[src/include/rv_backend_defines.svh]
`ifndef RV_BACKEND_DEFINES_SVH
`define RV_BACKEND_DEFINES_SVH

// data and address width
`define RV_XLEN 32

// register file address width
`define RV_REG_AW 5

// data RAM depth in words
`define RV_DMEM_WORDS 256

`endif

[src/hw/rv_backend_pkg.sv]
`default_nettype none

package rv_backend_pkg;

    typedef enum logic [3:0] {
        ADD,
        SUB,
        AND,
        OR,
        XOR,
        SLL,
        SRL,
        SRA,
        SLT,
        SLTU,
        // operand b straight through, used by lui
        PASS_B
    } alu_op_e;

    typedef enum logic [2:0] {
        BEQ,
        BNE,
        BLT,
        BGE,
        BLTU,
        BGEU,
        JAL,
        JALR
    } br_op_e;

    // loads first so that a bubble decodes as LB
    typedef enum logic [2:0] {
        LB,
        LH,
        LW,
        LBU,
        LHU,
        SB,
        SH,
        SW
    } lsu_op_e;

    typedef enum logic [1:0] {
        DEST_ALU = 2'd0,
        DEST_MEM,
        DEST_PC4
    } data_dest_e;

endpackage

`default_nettype wire

[src/hw/ex_mem_if.sv]
`default_nettype none
`timescale 1ns/1ps

`include "rv_backend_defines.svh"

interface ex_mem_if;

    logic [`RV_XLEN-1:0] pc;
    logic [`RV_XLEN-1:0] new_pc;
    logic br_sig;
    logic br_taken;
    logic [`RV_XLEN-1:0] pc_plus4;
    logic [`RV_XLEN-1:0] alu_result;
    logic [`RV_XLEN-1:0] rs2;
    rv_backend_pkg::data_dest_e data_dest;
    rv_backend_pkg::lsu_op_e lsu_op;
    logic [`RV_REG_AW-1:0] reg_wr_addr;
    logic reg_wr_sig;
    logic mem_wr_sig;
    logic br_pred;
    logic [`RV_XLEN-1:0] new_pc_pred;

    modport producer (
        output pc, new_pc, br_sig, br_taken, pc_plus4,
        output alu_result, rs2, data_dest,
        output lsu_op, reg_wr_addr, reg_wr_sig, mem_wr_sig,
        output br_pred, new_pc_pred
    );

    modport consumer (
        input pc, new_pc, br_sig, br_taken, pc_plus4,
        input alu_result, rs2, data_dest,
        input lsu_op, reg_wr_addr, reg_wr_sig, mem_wr_sig,
        input br_pred, new_pc_pred
    );

endinterface

`default_nettype wire

[src/hw/ex_mem_register.sv]
`default_nettype none
`timescale 1ns/1ps

module ex_mem_register (
    input wire clk,
    input wire reset_n,
    input wire flush_i,

    ex_mem_if.consumer ex_i,
    ex_mem_if.producer mem_o
);

    always_ff @(posedge clk or negedge reset_n) begin
        if (!reset_n) begin
            mem_o.pc          <= '0;
            mem_o.new_pc      <= '0;
            mem_o.br_sig      <= 1'b0;
            mem_o.br_taken    <= 1'b0;
            mem_o.pc_plus4    <= '0;
            mem_o.alu_result  <= '0;
            mem_o.rs2         <= '0;
            mem_o.data_dest   <= rv_backend_pkg::DEST_ALU;
            mem_o.lsu_op      <= rv_backend_pkg::LB;
            mem_o.reg_wr_addr <= '0;
            mem_o.reg_wr_sig  <= 1'b0;
            mem_o.mem_wr_sig  <= 1'b0;
            mem_o.br_pred     <= 1'b0;
            mem_o.new_pc_pred <= '0;
        end else if (flush_i) begin
            // insert a bubble
            mem_o.pc          <= '0;
            mem_o.new_pc      <= '0;
            mem_o.br_sig      <= 1'b0;
            mem_o.br_taken    <= 1'b0;
            mem_o.pc_plus4    <= '0;
            mem_o.alu_result  <= '0;
            mem_o.rs2         <= '0;
            mem_o.data_dest   <= rv_backend_pkg::DEST_ALU;
            mem_o.lsu_op      <= rv_backend_pkg::LB;
            mem_o.reg_wr_addr <= '0;
            mem_o.reg_wr_sig  <= 1'b0;
            mem_o.mem_wr_sig  <= 1'b0;
            mem_o.br_pred     <= 1'b0;
            mem_o.new_pc_pred <= '0;
        end else begin
            mem_o.pc          <= ex_i.pc;
            mem_o.new_pc      <= ex_i.new_pc;
            mem_o.br_sig      <= ex_i.br_sig;
            mem_o.br_taken    <= ex_i.br_taken;
            mem_o.pc_plus4    <= ex_i.pc_plus4;
            mem_o.alu_result  <= ex_i.alu_result;
            mem_o.rs2         <= ex_i.rs2;
            mem_o.data_dest   <= ex_i.data_dest;
            mem_o.lsu_op      <= ex_i.lsu_op;
            mem_o.reg_wr_addr <= ex_i.reg_wr_addr;
            mem_o.reg_wr_sig  <= ex_i.reg_wr_sig;
            mem_o.mem_wr_sig  <= ex_i.mem_wr_sig;
            mem_o.br_pred     <= ex_i.br_pred;
            mem_o.new_pc_pred <= ex_i.new_pc_pred;
        end
    end

    // a flushed slot must not write the register file or memory downstream
    flush_gives_bubble_a: assert property (
        @(posedge clk) disable iff (!reset_n)
        flush_i |=> (!mem_o.reg_wr_sig && !mem_o.mem_wr_sig)
    ) else $error("ex_mem_register: side effects survived a flush");

endmodule

`default_nettype wire

[src/flat_wrapper.sv]
// flat-port wrapper written by rule: the top's interface ports become plain ports
module ex_mem_register_flat 
  (clk, reset_n, flush_i, ex_i_pc, ex_i_new_pc, ex_i_br_sig, ex_i_br_taken, ex_i_pc_plus4, ex_i_alu_result, ex_i_rs2, ex_i_data_dest, ex_i_lsu_op, ex_i_reg_wr_addr, ex_i_reg_wr_sig, ex_i_mem_wr_sig, ex_i_br_pred, ex_i_new_pc_pred, mem_o_pc, mem_o_new_pc, mem_o_br_sig, mem_o_br_taken, mem_o_pc_plus4, mem_o_alu_result, mem_o_rs2, mem_o_data_dest, mem_o_lsu_op, mem_o_reg_wr_addr, mem_o_reg_wr_sig, mem_o_mem_wr_sig, mem_o_br_pred, mem_o_new_pc_pred);
  ex_mem_if ex_i_i ();
  ex_mem_if mem_o_i ();
  input wire clk;
  input wire reset_n;
  input wire flush_i;
  input wire logic [$bits(ex_i_i.pc)-1:0] ex_i_pc;
  input wire logic [$bits(ex_i_i.new_pc)-1:0] ex_i_new_pc;
  input wire logic [$bits(ex_i_i.br_sig)-1:0] ex_i_br_sig;
  input wire logic [$bits(ex_i_i.br_taken)-1:0] ex_i_br_taken;
  input wire logic [$bits(ex_i_i.pc_plus4)-1:0] ex_i_pc_plus4;
  input wire logic [$bits(ex_i_i.alu_result)-1:0] ex_i_alu_result;
  input wire logic [$bits(ex_i_i.rs2)-1:0] ex_i_rs2;
  input wire logic [$bits(ex_i_i.data_dest)-1:0] ex_i_data_dest;
  input wire logic [$bits(ex_i_i.lsu_op)-1:0] ex_i_lsu_op;
  input wire logic [$bits(ex_i_i.reg_wr_addr)-1:0] ex_i_reg_wr_addr;
  input wire logic [$bits(ex_i_i.reg_wr_sig)-1:0] ex_i_reg_wr_sig;
  input wire logic [$bits(ex_i_i.mem_wr_sig)-1:0] ex_i_mem_wr_sig;
  input wire logic [$bits(ex_i_i.br_pred)-1:0] ex_i_br_pred;
  input wire logic [$bits(ex_i_i.new_pc_pred)-1:0] ex_i_new_pc_pred;
  output wire logic [$bits(mem_o_i.pc)-1:0] mem_o_pc;
  output wire logic [$bits(mem_o_i.new_pc)-1:0] mem_o_new_pc;
  output wire logic [$bits(mem_o_i.br_sig)-1:0] mem_o_br_sig;
  output wire logic [$bits(mem_o_i.br_taken)-1:0] mem_o_br_taken;
  output wire logic [$bits(mem_o_i.pc_plus4)-1:0] mem_o_pc_plus4;
  output wire logic [$bits(mem_o_i.alu_result)-1:0] mem_o_alu_result;
  output wire logic [$bits(mem_o_i.rs2)-1:0] mem_o_rs2;
  output wire logic [$bits(mem_o_i.data_dest)-1:0] mem_o_data_dest;
  output wire logic [$bits(mem_o_i.lsu_op)-1:0] mem_o_lsu_op;
  output wire logic [$bits(mem_o_i.reg_wr_addr)-1:0] mem_o_reg_wr_addr;
  output wire logic [$bits(mem_o_i.reg_wr_sig)-1:0] mem_o_reg_wr_sig;
  output wire logic [$bits(mem_o_i.mem_wr_sig)-1:0] mem_o_mem_wr_sig;
  output wire logic [$bits(mem_o_i.br_pred)-1:0] mem_o_br_pred;
  output wire logic [$bits(mem_o_i.new_pc_pred)-1:0] mem_o_new_pc_pred;
  assign ex_i_i.pc = ex_i_pc;
  assign ex_i_i.new_pc = ex_i_new_pc;
  assign ex_i_i.br_sig = ex_i_br_sig;
  assign ex_i_i.br_taken = ex_i_br_taken;
  assign ex_i_i.pc_plus4 = ex_i_pc_plus4;
  assign ex_i_i.alu_result = ex_i_alu_result;
  assign ex_i_i.rs2 = ex_i_rs2;
  assign ex_i_i.data_dest = ex_i_data_dest;
  assign ex_i_i.lsu_op = ex_i_lsu_op;
  assign ex_i_i.reg_wr_addr = ex_i_reg_wr_addr;
  assign ex_i_i.reg_wr_sig = ex_i_reg_wr_sig;
  assign ex_i_i.mem_wr_sig = ex_i_mem_wr_sig;
  assign ex_i_i.br_pred = ex_i_br_pred;
  assign ex_i_i.new_pc_pred = ex_i_new_pc_pred;
  assign mem_o_pc = mem_o_i.pc;
  assign mem_o_new_pc = mem_o_i.new_pc;
  assign mem_o_br_sig = mem_o_i.br_sig;
  assign mem_o_br_taken = mem_o_i.br_taken;
  assign mem_o_pc_plus4 = mem_o_i.pc_plus4;
  assign mem_o_alu_result = mem_o_i.alu_result;
  assign mem_o_rs2 = mem_o_i.rs2;
  assign mem_o_data_dest = mem_o_i.data_dest;
  assign mem_o_lsu_op = mem_o_i.lsu_op;
  assign mem_o_reg_wr_addr = mem_o_i.reg_wr_addr;
  assign mem_o_reg_wr_sig = mem_o_i.reg_wr_sig;
  assign mem_o_mem_wr_sig = mem_o_i.mem_wr_sig;
  assign mem_o_br_pred = mem_o_i.br_pred;
  assign mem_o_new_pc_pred = mem_o_i.new_pc_pred;
  ex_mem_register u_core (.clk(clk), .reset_n(reset_n), .flush_i(flush_i), .ex_i(ex_i_i), .mem_o(mem_o_i));
endmodule
[config.mk]
export PLATFORM = sky130hd
export DESIGN_NAME = ex_mem_register_flat
export DESIGN_NICKNAME = d
export VERILOG_FILES = /design/src/hw/rv_backend_pkg.sv /design/src/hw/ex_mem_if.sv /design/src/hw/ex_mem_register.sv /design/src/flat_wrapper.sv
export VERILOG_INCLUDE_DIRS = /design/src /design/src/include
export SDC_FILE = /design/constraint.sdc
export NUM_CORES = 1
export LEC_CHECK = 0
export ABC_CLOCK_PERIOD_IN_PS = 1250
export BUFFER_PORTS_ARGS = -buffer_cell sky130_fd_sc_hd__buf_2
export CAP_MARGIN = 20
export CORE_AREA = 2 2 160 162
export DETAILED_ROUTE_END_ITERATION = 12
export DIE_AREA = 0 0 162 164
export GPL_TIMING_DRIVEN = 0
export PLACE_DENSITY_LB_ADDON = 0.12
export REMOVE_ABC_BUFFERS = 1
export SLEW_MARGIN = 20
export SYNTH_ARGS = -nofsm -noshare
export SYNTH_HDL_FRONTEND = slang
export SYNTH_SLANG_ARGS = --single-unit
[constraint.sdc]
create_clock -name clk -period 1.25 [get_ports clk]
set_input_delay 0.3125 -clock clk [delete_from_list [all_inputs] [get_ports clk]]
set_output_delay 0.3125 -clock clk [all_outputs]
set_load 0.05 [all_outputs]
Word level (Yosys, flattened, before mapping)

Index checks and enable logic that the tools add are counted.

Bits of input ports: 210
Output and inout bits: 207
Word-level logic and storage cells: 28
Bits in registers: 207

Mux-type cells: 14

Operator list:

| kind               | number |
|---|---|
| two-way mux 32 bit | 6 |
| two-way mux 1 bit  | 5 |
| two-way mux 5 bit  | 1 |
| two-way mux 3 bit  | 1 |
| two-way mux 2 bit  | 1 |

Depth between registers and ports, before layout

Depth in word-level cells: 1
Gate-level depth with buffers: 4

Worst setup path before layout

OpenSTA, ideal clock, no wires.

Path type: register to output
From: register u_core.mem_o.alu_result[0]
To: output port mem_o_alu_result[0]
Data arrival time: 0.586 ns
Setup slack: 0.352 ns
Stages on the path, launching flop included: 1
Required time: 0.938 ns
Cell sequence: dfrtp_1

RTL lines:

| element            | RTL line           | source |
|---|---|---|
| start: declaration | ex_mem_if.sv:25    | `output alu_result, rs2, data_dest,` |
| end: declaration   | flat_wrapper.sv:28 | `output wire logic [$bits(mem_o_i.alu_result)-1:0] mem_o_alu_result;` |

No word-level cell between the ends.

Worst setup path in the final report

From: register u_core.mem_o.new_pc_pred[4]
To: output port mem_o_new_pc_pred[4]

RTL lines:

| element            | RTL line           | source |
|---|---|---|
| start: declaration | ex_mem_if.sv:27    | `output br_pred, new_pc_pred` |
| end: declaration   | flat_wrapper.sv:36 | `output wire logic [$bits(mem_o_i.new_pc_pred)-1:0] mem_o_new_pc_pred;` |

No word-level cell between the ends.

==> impl_metrics.json <==
{
  "antenna_found_initial": 3,
  "mostFrequentLayoutCells": "207 x buf_2, 207 x buf_6, 207 x dfrtp_1",
  "cp_max_fo": 1,
  "final_hold_viol_count": 0,
  "ir_worst_vdd_v": 0.00108,
  "cp_slowest_cell": "dfrtp_1",
  "path_buf_inv": 1,
  "max_freq_ghz": 0.719,
  "status": "finished with violations",
  "numCtsBuffers": 24,
  "wl_um": 21000,
  "critical_path_class": "register to output port",
  "grt_pass1_vias": 5793,
  "met2_usage_pct": 27.1,
  "yosysUniqueCellTypes": 5,
  "avgRoutedWirePerCell_um": 15.4,
  "dr.first_iter.drc_count": 178,
  "rsz0062_at_grt": "true",
  "cp_cell_sequence": "buf_6",
  "max-cap-violations": 0,
  "nets": 1222,
  "cp.depth": 1,
  "synth_mux_area_share_pct": 0,
  "dp_hpwl_um": 13800,
  "p_int_mw": 12.6,
  "swShare_pct": 27.4,
  "gr-max-usage-layer": "met2",
  "die_x_um": 162,
  "fillers": 2163,
  "p_per_area_nw_per_um2": 1340,
  "whs_path_depth": 2,
  "die_h_um": 164,
  "synthesis.area_um2": 6920,
  "vias_per_cell": 3.91,
  "syn_avg_cell_area_um2": 15.8,
  "p_total_mw": 17.3,
  "syn-instance-count": 437,
  "seq_area_frac_synth_pct": 74.9,
  "ys_ff_latch": 207,
  "report.final.slew_viol_count": 0,
  "first_pass_iters": 4,
  "drcViolationCount": 0,
  "rows": 58,
  "grt_max_degree": 95,
  "pwr-share-seq_pct": 41.6,
  "cts_sinks": 207,
  "core_um2": 24800,
  "cts_tree": "built",
  "drive_gt1_share_pct": 53.3,
  "setup_tns_ns": -19.50,
  "grt_first_pass_wirelength_um": 31400,
  "globalRoute.totalOverflow": 0,
  "h-tree-depth": 1,
  "arrival_ns": 1.08,
  "yosys_warnings": 0,
  "synth_top_family_by_area": "simple AND/OR/NAND/NOR gates",
  "hp-class": "input pin to register",
  "clk_path_buf_depth": 3,
  "switchingPower_mw": 4.75,
  "globalRouteMet3Util_pct": 5.35,
  "gp_congestion": 0.717,
  "clk_pin_slew_ns": 0.06,
  "pin_count": 417,
  "max_slew_margin_pct": 64.1,
  "post-cts-setup-buffers": 0,
  "slowest_delay_ns": 0.41,
  "cp-start-kind": "register",
  "p_clk_share_pct": 38.8,
  "met1_usage_pct": 16.4,
  "min_period_ns": 1.39,
  "finalSetupViolCount": 207,
  "io_buffers": 416,
  "synth_xor_area_share_pct": 0,
  "timing.final.crit_share_pct": 111,
  "synth_compound_area_share_pct": 0,
  "power_frac_comb_pct": 19.5,
  "ant_nets": 0,
  "postLayoutSetupSlackWorst_ns": -0.140,
  "synth-simple-area-share_pct": 22.0,
  "vias": 5323,
  "violations": "negative setup slack",
  "crit_family": "flip-flops",
  "clock-root-buffer": "clkbuf_16",
  "final_core_util_pct": 52.1,
  "tightest_slew_ns": 0.539,
  "required_ns": 0.94,
  "leakage_nw": 6.38,
  "grtUsageTotal_pct": 15.1,
  "synth-adder-area-share_pct": 0,
  "syn_to_final_growth_pct": 87.0,
  "pre_cts_ws_ns": -0.464,
  "die_area_um2": 26600,
  "initial_core_util_pct": 27.9,
  "worst_setup_path_end_kind": "output port"
}
[through the flow]
| stage | cell area (um2) | hold slack (ns) | std cells |
|---|---|---|---|
| 6_report | 12900 | 0.0204 | 1360 |
| 5_1_grt | 12900 | 0.0107 | 1357 |
| 4_1_cts | 12900 | 0.000128 | 1355 |
| 3_5_place_dp | 9330 | 0.203 | 1164 |
| 3_3_place_gp | 9200 | 0.528 | 1160 |
| 2_1_floorplan | 6700 | 0.0169 | 414 |
[power groups by stage]
| stage | clock network (mW) | registers, mW | logic (mW) |
|---|---|---|---|
| after floorplan | 0 | 8.49 | 0.271 |
| after global placement | 0 | 7.23 | 2.58 |
| after detailed placement | 0 | 7.23 | 2.58 |
| after CTS | 7.02 | 7.20 | 3.40 |
| after global routing | 7.26 | 7.23 | 3.55 |
| final | 6.72 | 7.20 | 3.38 |
[synthesized netlist by cell type]
cell type | number | area share [%]
nor2b_1 | 117 | 11
buf_6 | 16 | 2.6
buf_2 | 7 | 0.51
dfrtp_1 | 207 | 75
nor2b_2 | 90 | 11
[layer usage]
| layer | wire length, um | up-vias |
|---|---|---|
| met2 | 11000 | 259 |
| met4 | 783 | 0 |
| met5 | 0 | - |
| li1 | - | 2471 |
| met3 | 1890 | 48 |
| met1 | 7330 | 2545 |
[state kept, by name (all words and copies together), names as in the netlist]
register	flops
u_core.mem_o.br_pred	1
u_core.mem_o.br_taken	1
u_core.mem_o.reg_wr_addr	5
u_core.mem_o.data_dest	2
u_core.mem_o.new_pc_pred	32
u_core.mem_o.pc	32
u_core.mem_o.rs2	32
u_core.mem_o.pc_plus4	32
u_core.mem_o.mem_wr_sig	1
u_core.mem_o.lsu_op	3
u_core.mem_o.alu_result	32
u_core.mem_o.reg_wr_sig	1
u_core.mem_o.new_pc	32
u_core.mem_o.br_sig	1
[path summary, 6_finish.rpt]
path | to | startpoint | slack, ns
max | mem_o_new_pc_pred[4] | u_core.mem_o.new_pc_pred[4]$_DFF_PN0_ | -0.14
min | u_core.mem_o.new_pc_pred[23]$_DFF_PN0_ | ex_i_new_pc_pred[23] | 0.02
max in group asynchronous | u_core.mem_o.alu_result[25]$_DFF_PN0_ | reset_n | 0.18
min in group asynchronous | u_core.mem_o.pc[8]$_DFF_PN0_ | reset_n | 0.34
[area by class of cell]
cell class / count / area (um2) / area share (%)
repair buffers: 572 / 5050 / 39.1
flip-flops and latches: 207 / 5180 / 40.1
multi-input cells: 207 / 1520 / 11.8
diodes: 4 / 10.0 / 0.0774
clock buffers: 34 / 699 / 5.41
clock inverters: 6 / 57.6 / 0.445
well taps: 330 / 413 / 3.19
[cells by family (layout without fill, tap and decap cells)]
family        count (synthesis)  count (layout)
flops                       207             207
simple gates                207             207
buf+inv                      23             612
other cells                   0               4
[timing repair]
item / in CTS / in global routing
setup endpoints to repair: 207 / 299
endpoints found under the hold margin: 183 / 0
hold buffers: 151 / 0
cloned: 0 / 1
resized for setup: 414 / 0
No activity file was read; power rests on OpenSTA's default activity.
