<file path="src/include/rv_backend_defines.svh">
`ifndef RV_BACKEND_DEFINES_SVH
`define RV_BACKEND_DEFINES_SVH

// data and address width
`define RV_XLEN 32

// register file address width
`define RV_REG_AW 5

// data RAM depth in words
`define RV_DMEM_WORDS 256

`endif

</file>
<file path="src/hw/rv_backend_pkg.sv">
`default_nettype none

package rv_backend_pkg;

    typedef enum logic [3:0] {
        ADD,
        SUB,
        AND,
        OR,
        XOR,
        SLL,
        SRL,
        SRA,
        SLT,
        SLTU,
        // operand b straight through, used by lui
        PASS_B
    } alu_op_e;

    typedef enum logic [2:0] {
        BEQ,
        BNE,
        BLT,
        BGE,
        BLTU,
        BGEU,
        JAL,
        JALR
    } br_op_e;

    // loads first so that a bubble decodes as LB
    typedef enum logic [2:0] {
        LB,
        LH,
        LW,
        LBU,
        LHU,
        SB,
        SH,
        SW
    } lsu_op_e;

    typedef enum logic [1:0] {
        DEST_ALU = 2'd0,
        DEST_MEM,
        DEST_PC4
    } data_dest_e;

endpackage

`default_nettype wire

</file>
<file path="src/hw/ex_mem_if.sv">
`default_nettype none
`timescale 1ns/1ps

`include "rv_backend_defines.svh"

interface ex_mem_if;

    logic [`RV_XLEN-1:0] pc;
    logic [`RV_XLEN-1:0] new_pc;
    logic br_sig;
    logic br_taken;
    logic [`RV_XLEN-1:0] pc_plus4;
    logic [`RV_XLEN-1:0] alu_result;
    logic [`RV_XLEN-1:0] rs2;
    rv_backend_pkg::data_dest_e data_dest;
    rv_backend_pkg::lsu_op_e lsu_op;
    logic [`RV_REG_AW-1:0] reg_wr_addr;
    logic reg_wr_sig;
    logic mem_wr_sig;
    logic br_pred;
    logic [`RV_XLEN-1:0] new_pc_pred;

    modport producer (
        output pc, new_pc, br_sig, br_taken, pc_plus4,
        output alu_result, rs2, data_dest,
        output lsu_op, reg_wr_addr, reg_wr_sig, mem_wr_sig,
        output br_pred, new_pc_pred
    );

    modport consumer (
        input pc, new_pc, br_sig, br_taken, pc_plus4,
        input alu_result, rs2, data_dest,
        input lsu_op, reg_wr_addr, reg_wr_sig, mem_wr_sig,
        input br_pred, new_pc_pred
    );

endinterface

`default_nettype wire

</file>
<file path="src/hw/execute_stage.sv">
`default_nettype none
`timescale 1ns/1ps

`include "rv_backend_defines.svh"

module execute_stage (
    input wire [`RV_XLEN-1:0] pc_i,
    input wire [`RV_XLEN-1:0] rs1_i,
    input wire [`RV_XLEN-1:0] rs2_i,
    input wire [`RV_XLEN-1:0] imm_i,
    input wire rv_backend_pkg::alu_op_e alu_op_i,
    input wire alu_src_imm_i,
    input wire br_sig_i,
    input wire rv_backend_pkg::br_op_e br_op_i,
    input wire br_pred_i,
    input wire [`RV_XLEN-1:0] new_pc_pred_i,
    input wire rv_backend_pkg::data_dest_e data_dest_i,
    input wire rv_backend_pkg::lsu_op_e lsu_op_i,
    input wire [`RV_REG_AW-1:0] reg_wr_addr_i,
    input wire reg_wr_sig_i,
    input wire mem_wr_sig_i,

    ex_mem_if.producer ex_o
);

    localparam int SHW = $clog2(`RV_XLEN);

    logic [`RV_XLEN-1:0] op_b;
    logic [SHW-1:0] shamt;
    logic [`RV_XLEN-1:0] alu_result;
    logic [`RV_XLEN-1:0] jalr_target;
    logic br_cond;

    assign op_b = alu_src_imm_i ? imm_i : rs2_i;
    assign shamt = op_b[SHW-1:0];

    always_comb begin
        case (alu_op_i)
            rv_backend_pkg::ADD:    alu_result = rs1_i + op_b;
            rv_backend_pkg::SUB:    alu_result = rs1_i - op_b;
            rv_backend_pkg::AND:    alu_result = rs1_i & op_b;
            rv_backend_pkg::OR:     alu_result = rs1_i | op_b;
            rv_backend_pkg::XOR:    alu_result = rs1_i ^ op_b;
            rv_backend_pkg::SLL:    alu_result = rs1_i << shamt;
            rv_backend_pkg::SRL:    alu_result = rs1_i >> shamt;
            rv_backend_pkg::SRA:    alu_result = $signed(rs1_i) >>> shamt;
            rv_backend_pkg::SLT: begin
                alu_result = {{(`RV_XLEN-1){1'b0}}, ($signed(rs1_i) < $signed(op_b))};
            end
            rv_backend_pkg::SLTU: begin
                alu_result = {{(`RV_XLEN-1){1'b0}}, (rs1_i < op_b)};
            end
            rv_backend_pkg::PASS_B: alu_result = op_b;
            default:                alu_result = rs1_i + op_b;
        endcase
    end

    // branch comparator always works on the two registers
    always_comb begin
        case (br_op_i)
            rv_backend_pkg::BEQ:  br_cond = (rs1_i == rs2_i);
            rv_backend_pkg::BNE:  br_cond = (rs1_i != rs2_i);
            rv_backend_pkg::BLT:  br_cond = ($signed(rs1_i) < $signed(rs2_i));
            rv_backend_pkg::BGE:  br_cond = ($signed(rs1_i) >= $signed(rs2_i));
            rv_backend_pkg::BLTU: br_cond = (rs1_i < rs2_i);
            rv_backend_pkg::BGEU: br_cond = (rs1_i >= rs2_i);
            rv_backend_pkg::JAL,
            rv_backend_pkg::JALR: br_cond = 1'b1;
            default:              br_cond = 1'b0;
        endcase
    end

    assign jalr_target = (rs1_i + imm_i) & ~{{(`RV_XLEN-1){1'b0}}, 1'b1};

    assign ex_o.pc          = pc_i;
    assign ex_o.new_pc      = (br_op_i == rv_backend_pkg::JALR) ? jalr_target : pc_i + imm_i;
    assign ex_o.br_sig      = br_sig_i;
    // only meaningful for control flow instructions
    assign ex_o.br_taken    = br_sig_i & br_cond;
    assign ex_o.pc_plus4    = pc_i + `RV_XLEN'd4;
    assign ex_o.alu_result  = alu_result;
    assign ex_o.rs2         = rs2_i;
    assign ex_o.data_dest   = data_dest_i;
    assign ex_o.lsu_op      = lsu_op_i;
    assign ex_o.reg_wr_addr = reg_wr_addr_i;
    assign ex_o.reg_wr_sig  = reg_wr_sig_i;
    assign ex_o.mem_wr_sig  = mem_wr_sig_i;
    assign ex_o.br_pred     = br_pred_i;
    assign ex_o.new_pc_pred = new_pc_pred_i;

endmodule

`default_nettype wire

</file>
<file path="src/flat_wrapper.sv">
// flat-port wrapper written by rule: the top's interface ports become plain ports
module execute_stage_flat 
  (pc_i, rs1_i, rs2_i, imm_i, alu_op_i, alu_src_imm_i, br_sig_i, br_op_i, br_pred_i, new_pc_pred_i, data_dest_i, lsu_op_i, reg_wr_addr_i, reg_wr_sig_i, mem_wr_sig_i, ex_o_pc, ex_o_new_pc, ex_o_br_sig, ex_o_br_taken, ex_o_pc_plus4, ex_o_alu_result, ex_o_rs2, ex_o_data_dest, ex_o_lsu_op, ex_o_reg_wr_addr, ex_o_reg_wr_sig, ex_o_mem_wr_sig, ex_o_br_pred, ex_o_new_pc_pred);
  ex_mem_if ex_o_i ();
  input wire [`RV_XLEN-1:0] pc_i;
  input wire [`RV_XLEN-1:0] rs1_i;
  input wire [`RV_XLEN-1:0] rs2_i;
  input wire [`RV_XLEN-1:0] imm_i;
  input wire rv_backend_pkg::alu_op_e alu_op_i;
  input wire alu_src_imm_i;
  input wire br_sig_i;
  input wire rv_backend_pkg::br_op_e br_op_i;
  input wire br_pred_i;
  input wire [`RV_XLEN-1:0] new_pc_pred_i;
  input wire rv_backend_pkg::data_dest_e data_dest_i;
  input wire rv_backend_pkg::lsu_op_e lsu_op_i;
  input wire [`RV_REG_AW-1:0] reg_wr_addr_i;
  input wire reg_wr_sig_i;
  input wire mem_wr_sig_i;
  output wire logic [$bits(ex_o_i.pc)-1:0] ex_o_pc;
  output wire logic [$bits(ex_o_i.new_pc)-1:0] ex_o_new_pc;
  output wire logic [$bits(ex_o_i.br_sig)-1:0] ex_o_br_sig;
  output wire logic [$bits(ex_o_i.br_taken)-1:0] ex_o_br_taken;
  output wire logic [$bits(ex_o_i.pc_plus4)-1:0] ex_o_pc_plus4;
  output wire logic [$bits(ex_o_i.alu_result)-1:0] ex_o_alu_result;
  output wire logic [$bits(ex_o_i.rs2)-1:0] ex_o_rs2;
  output wire logic [$bits(ex_o_i.data_dest)-1:0] ex_o_data_dest;
  output wire logic [$bits(ex_o_i.lsu_op)-1:0] ex_o_lsu_op;
  output wire logic [$bits(ex_o_i.reg_wr_addr)-1:0] ex_o_reg_wr_addr;
  output wire logic [$bits(ex_o_i.reg_wr_sig)-1:0] ex_o_reg_wr_sig;
  output wire logic [$bits(ex_o_i.mem_wr_sig)-1:0] ex_o_mem_wr_sig;
  output wire logic [$bits(ex_o_i.br_pred)-1:0] ex_o_br_pred;
  output wire logic [$bits(ex_o_i.new_pc_pred)-1:0] ex_o_new_pc_pred;
  assign ex_o_pc = ex_o_i.pc;
  assign ex_o_new_pc = ex_o_i.new_pc;
  assign ex_o_br_sig = ex_o_i.br_sig;
  assign ex_o_br_taken = ex_o_i.br_taken;
  assign ex_o_pc_plus4 = ex_o_i.pc_plus4;
  assign ex_o_alu_result = ex_o_i.alu_result;
  assign ex_o_rs2 = ex_o_i.rs2;
  assign ex_o_data_dest = ex_o_i.data_dest;
  assign ex_o_lsu_op = ex_o_i.lsu_op;
  assign ex_o_reg_wr_addr = ex_o_i.reg_wr_addr;
  assign ex_o_reg_wr_sig = ex_o_i.reg_wr_sig;
  assign ex_o_mem_wr_sig = ex_o_i.mem_wr_sig;
  assign ex_o_br_pred = ex_o_i.br_pred;
  assign ex_o_new_pc_pred = ex_o_i.new_pc_pred;
  execute_stage u_core (.pc_i(pc_i), .rs1_i(rs1_i), .rs2_i(rs2_i), .imm_i(imm_i), .alu_op_i(alu_op_i), .alu_src_imm_i(alu_src_imm_i), .br_sig_i(br_sig_i), .br_op_i(br_op_i), .br_pred_i(br_pred_i), .new_pc_pred_i(new_pc_pred_i), .data_dest_i(data_dest_i), .lsu_op_i(lsu_op_i), .reg_wr_addr_i(reg_wr_addr_i), .reg_wr_sig_i(reg_wr_sig_i), .mem_wr_sig_i(mem_wr_sig_i), .ex_o(ex_o_i));
endmodule
</file>
<file path="config.mk">
export PLATFORM = sky130hd
export DESIGN_NAME = execute_stage_flat
export DESIGN_NICKNAME = d
export VERILOG_FILES = /design/src/hw/rv_backend_pkg.sv /design/src/hw/ex_mem_if.sv /design/src/hw/execute_stage.sv /design/src/flat_wrapper.sv
export VERILOG_INCLUDE_DIRS = /design/src /design/src/include
export SDC_FILE = /design/constraint.sdc
export NUM_CORES = 1
export LEC_CHECK = 0
export BUFFER_PORTS_ARGS = -buffer_cell sky130_fd_sc_hd__buf_4
export CAP_MARGIN = 20
export CELL_PAD_IN_SITES_DETAIL_PLACEMENT = 0
export CELL_PAD_IN_SITES_GLOBAL_PLACEMENT = 1
export CORE_UTILIZATION = 39
export DETAILED_ROUTE_END_ITERATION = 10
export PLACE_DENSITY = 0.94
export SYNTH_ARGS = -nofsm -noshare
export SYNTH_HDL_FRONTEND = slang
export SYNTH_SLANG_ARGS = --single-unit
</file>
<file path="constraint.sdc">
create_clock -name vclk -period 4.8
set_input_delay 0.24 -clock vclk [all_inputs]
set_output_delay 0.24 -clock vclk [all_outputs]
set_load 0.02 [all_outputs]
</file>
# Word level (Yosys, flattened, before mapping)
# Index checks and enable logic that the tools add are counted.
[word_totals]
elab_cells = 43
regBits = 0
out_inout_bits = 207
input_bits = 182
[classes]
eq_ne = 19
n_shift = 3
order_cmp = 6
bitwise = 4
addsub = 5
reduce_logical = 2
n_mux = 4
[ops]
columns = ["cell", "count"]
rows = [
  ["$pmux 32 s10", 1],
  ["$lt 32x32->1", 4],
  ["$add 32x32->32", 3],
  ["$ge 32x32->1", 2],
  ["$mux 32", 2],
  ["$add 32x3->32 const B", 1],
  ["$and 32x32->32", 1],
  ["$eq 32x32->1", 1],
  ["$ne 32x32->1", 1],
  ["$or 32x32->32", 1],
  ["$shl 32x5->32", 1],
  ["$shr 32x5->32", 1],
  ["$sshr 32x5->32", 1],
  ["$sub 32x32->32", 1],
  ["$xor 32x32->32", 1],
  ["$eq 4x3->1 const B", 4],
  ["$eq 3x3->1 const B", 4],
  ["$eq 4x4->1 const B", 3],
  ["$eq 4x2->1 const B", 2],
  ["$pmux 1 s7", 1],
  ["$eq 3x2->1 const B", 2],
  ["$eq 4x1->1 const B", 1],
  ["$eq 3x1->1 const B", 1],
  ["$logic_not 3->1", 1],
  ["2 further kinds", 2],
]

# Depth between registers and ports, before layout
[depth]
word_depth = 4
ltp_mapped = 19
mapped_depth_nobuf = 16

# Least setup slack after synthesis
# OpenSTA, ideal clock, no wires.
[synth_timing]
path_type = "input-to-output"
start = "input rs2_i[2]"
end = "output ex_o_alu_result[24]"
setup_slack_ns = 0.392
t_required_ns = 4.560
cell_stages = 18
t_arrival_ns = 4.168
n_path_buf = 4
cell_sequence = "inv_1 -> o21a_1 -> buf_2 -> buf_1 -> clkbuf_1 -> buf_1 -> ha_1 -> nor2b_1 -> o21ai_1 -> a21oi_1 -> o21ai_1 -> a2111oi_1 -> o31a_1 -> o41a_1 -> a22o_2 -> nand4b_1 -> mux2_2 -> o211ai_1"
[synth_via]
elab_chain_cells = 3
elab_cells_between_ends = 7
cone_classes = "add/sub: 2; shift: 3; mux: 2"
[synth_rtl]
columns = ["element", "line_no", "rtl"]
rows = [
  ["start: declaration", "flat_wrapper.sv:7", "input wire [`RV_XLEN-1:0] rs2_i;"],
  ["$mux 32 (*)", "execute_stage.sv:34", "assign op_b = alu_src_imm_i ? imm_i : rs2_i;"],
  ["$add 32x32->32 (tied with other cells)", "execute_stage.sv:39, execute_stage.sv:54", ""],
  ["$pmux 32 s10 (*)", "execute_stage.sv:38", "case (alu_op_i)"],
  ["end: declaration", "flat_wrapper.sv:25", "output wire logic [$bits(ex_o_i.alu_result)-1:0] ex_o_alu_result;"],
]
# Every way passes the cells marked *; elsewhere a longest branch is shown, timed or not.

# Worst setup path in the final report
[layout_timing]
start = "input alu_src_imm_i"
end = "output ex_o_alu_result[24]"
[layout_via]
elab_chain_cells = 3
elab_cells_between_ends = 10
cone_classes = "add/sub: 2; shift: 3; mux: 2; bitwise: 3"
[layout_rtl]
columns = ["element", "line_no", "rtl"]
rows = [
  ["start: declaration", "flat_wrapper.sv:10", "input wire alu_src_imm_i;"],
  ["$mux 32 (*)", "execute_stage.sv:34", ""],
  ["$add 32x32->32 (tied with other cells)", "execute_stage.sv:39, execute_stage.sv:54", ""],
  ["$pmux 32 s10 (*)", "execute_stage.sv:38", ""],
]
# Marked as above.

==> flow_metrics.env <==
export IMPL_drtPass1Iterations=7
export IMPL_ctsHoldBuffers=0
export IMPL_timing_fmax_ghz=0.224
export IMPL_layout_min_cycle_time_ns=4.47
export IMPL_first_global_vias=16799
export IMPL_setup_violations=0
export IMPL_die_w_um=195
export IMPL_avgSynthCellArea_um2=6.57
export IMPL_hold_violations=0
export IMPL_die_area_um2=37900
export IMPL_cp_end_kind="output pin"
export IMPL_worstPathRequired_ns=4.56
export IMPL_fin_tns_setup_ns=0
export IMPL_areaGrowthSynthToFinish_pct=13.1
export IMPL_ir_worst_vdd_v=0.0000871
export IMPL_antenna_found_initial=3
export IMPL_startpoint_type="input port"
export IMPL_post_synth_top_area_cell="ha_1"
export IMPL_netlist_top_cells_count="nand2_1 (230), a21oi_1 (201), ha_1 (198)"
export IMPL_synth_net_count=2586
export IMPL_viasPerCell=6.34
export IMPL_slew_headroom=0.304
export IMPL_syn_inst=2202
export IMPL_place_hpwl_mm=54.2
export IMPL_ios=389
export IMPL_wl_per_cell_um=24.1
export IMPL_overflow=0
export IMPL_nFlopsAndLatches=0
export IMPL_io_buffers=299
export IMPL_synth_area_leaders="ha_1 (17%), a21oi_1 (7.0%), o21ai_0 (6.6%), mux2i_1 (6.2%), nand2_1 (6.0%)"
export IMPL_grt_usage=0.338
export IMPL_drt_total_wl_mm=67.2
export IMPL_gp_congestion=1.02
export IMPL_start_util=0.396
export IMPL_clock_buffers=0
export IMPL_status="completed"
export IMPL_synth_most_common_cell="nand2_1"
export IMPL_rows=70
export IMPL_drv_slew=0
export IMPL_die_h_um=195
export IMPL_power_leakage_nw=7.66
export IMPL_synth_top_area_frac=0.171
export IMPL_rsz0062_at_grt="no"
export IMPL_vias=17685
export IMPL_cts_resized=0
export IMPL_hp_class="input port to output pin"
export IMPL_whs_ns=0.480
export IMPL_seq_area_frac_synth=0
export IMPL_layout_drive_gt1_share=0.175
export IMPL_drc=0
export IMPL_grt_max_degree=68
export IMPL_crit_fanout=24
export IMPL_final_nets=2705
export IMPL_yosys_cell_types_count=96
export IMPL_drtIter0Drc=1734
export IMPL_maxCapViolations=0
export IMPL_critPathKind="input port to output pin"
export IMPL_worstMarginPinSlew_ns=1.03
export IMPL_cts_setup_buffers=0
export IMPL_syn_area_um2=14500
export IMPL_cp_arrival_ns=4.23
export IMPL_ant_nets=0
export IMPL_powerDensity_nw_per_um2=160
export IMPL_period_share=0.931
export IMPL_synth_warnings=0
export IMPL_core_area_um2=36500
export IMPL_grt_pass1_wl_mm=101
export IMPL_seqCellArea_um2=0
[kinds of logic (layout without fill, tap and decap cells)]
group | count (synthesis) | after routing | synth area share
adder cells (fa/ha/maj) | 202 | 202 | 0.177
AO/OA/AOI/OAI | 782 | 782 | 0.354
buffers and inverters | 369 | 486 | 0.128
multiplexers | 103 | 103 | 0.0795
AND/OR/NAND/NOR | 654 | 654 | 0.206
other | 0 | 2 | 0
XOR/XNOR | 92 | 92 | 0.0557
[layer usage]
| layer | vias to the layer above | routed length (µm) | GRT usage | share of wire |
|---|---|---|---|---|
| li1 | 8201 | - | - | - |
| met1 | 8450 | 28400 | 0.447 | 0.42 |
| met2 | 917 | 30700 | 0.564 | 0.46 |
| met3 | 117 | 6110 | 0.0481 | 0.091 |
| met4 | 0 | 2070 | 0.0996 | 0.031 |
| met5 | - | 0 | 0 | 0 |
[cell type report]
| type | instances | area [µm²] |
|---|---|---|
| tap | 468 | 586 |
| inverter | 144 | 541 |
| timing repair buffer | 342 | 2580 |
| multi-input combinational | 1833 | 12700 |
| fill | 3856 | 20200 |
| antenna | 2 | 5.00 |
[per-stage QoR]
stage | cells | instance area, µm² | power (mW) | setup WS [ns] | utilization
after detailed placement | 2787 | 16400 | 2.55 | 0.378 | 0.448
after floorplan | 2202 | 14500 | 1.71 | 0.392 | -
after CTS | 2787 | 16400 | 2.57 | 0.367 | 0.448
final | 2789 | 16400 | 2.62 | 0.329 | 0.448
after global routing | 2789 | 16400 | 2.81 | 0.0467 | 0.448
after global placement | 2787 | 16400 | 2.55 | 0.455 | 0.448
[cells in the final DEF, fill, tap and decap left out, types with 30 or more instances in the layout]
cell,netlist,final
a21o_1,52,52
a21oi_1,201,201
buf_4,114,341
ha_1,198,198
inv_1,139,139
mux2i_1,89,88
nand2_1,230,230
nand3_1,43,43
nor2_1,193,192
nor3_1,39,36
o211ai_1,38,38
o21ai_0,190,190
o22ai_1,30,30
xnor2_1,54,54
xor2_1,38,38
[path summary, 6_finish.rpt]
kind	start	end	slack (ns)	cells past startpoint
worst max-delay path	alu_src_imm_i	ex_o_alu_result[24]	0.33	18
worst min-delay path	lsu_op_i[0]	ex_o_lsu_op[0]	0.48	0
[report_power, final]
group	switching (mW)	total (mW)	internal, mW
registers	0	0	0
logic	1.63	2.62	0.983
clock network	0	0.0000000560	0.0000000560
[critical path, cell delays in order]
cell and delay [ns]:
buf_4 0.21, mux2i_4 0.24, inv_1 0.13, ha_1 0.20, inv_1 0.07, fa_1 0.43
nor2b_1 0.14, o21ai_1 0.08, a21oi_1 0.19, o21ai_1 0.11, a2111oi_1 0.65, o31a_1 0.28
o41a_1 0.23, a22o_2 0.26, nand4b_1 0.13, mux2_2 0.30, o211ai_1 0.17, buf_4 0.18
(Power assumes the default switching activity.)
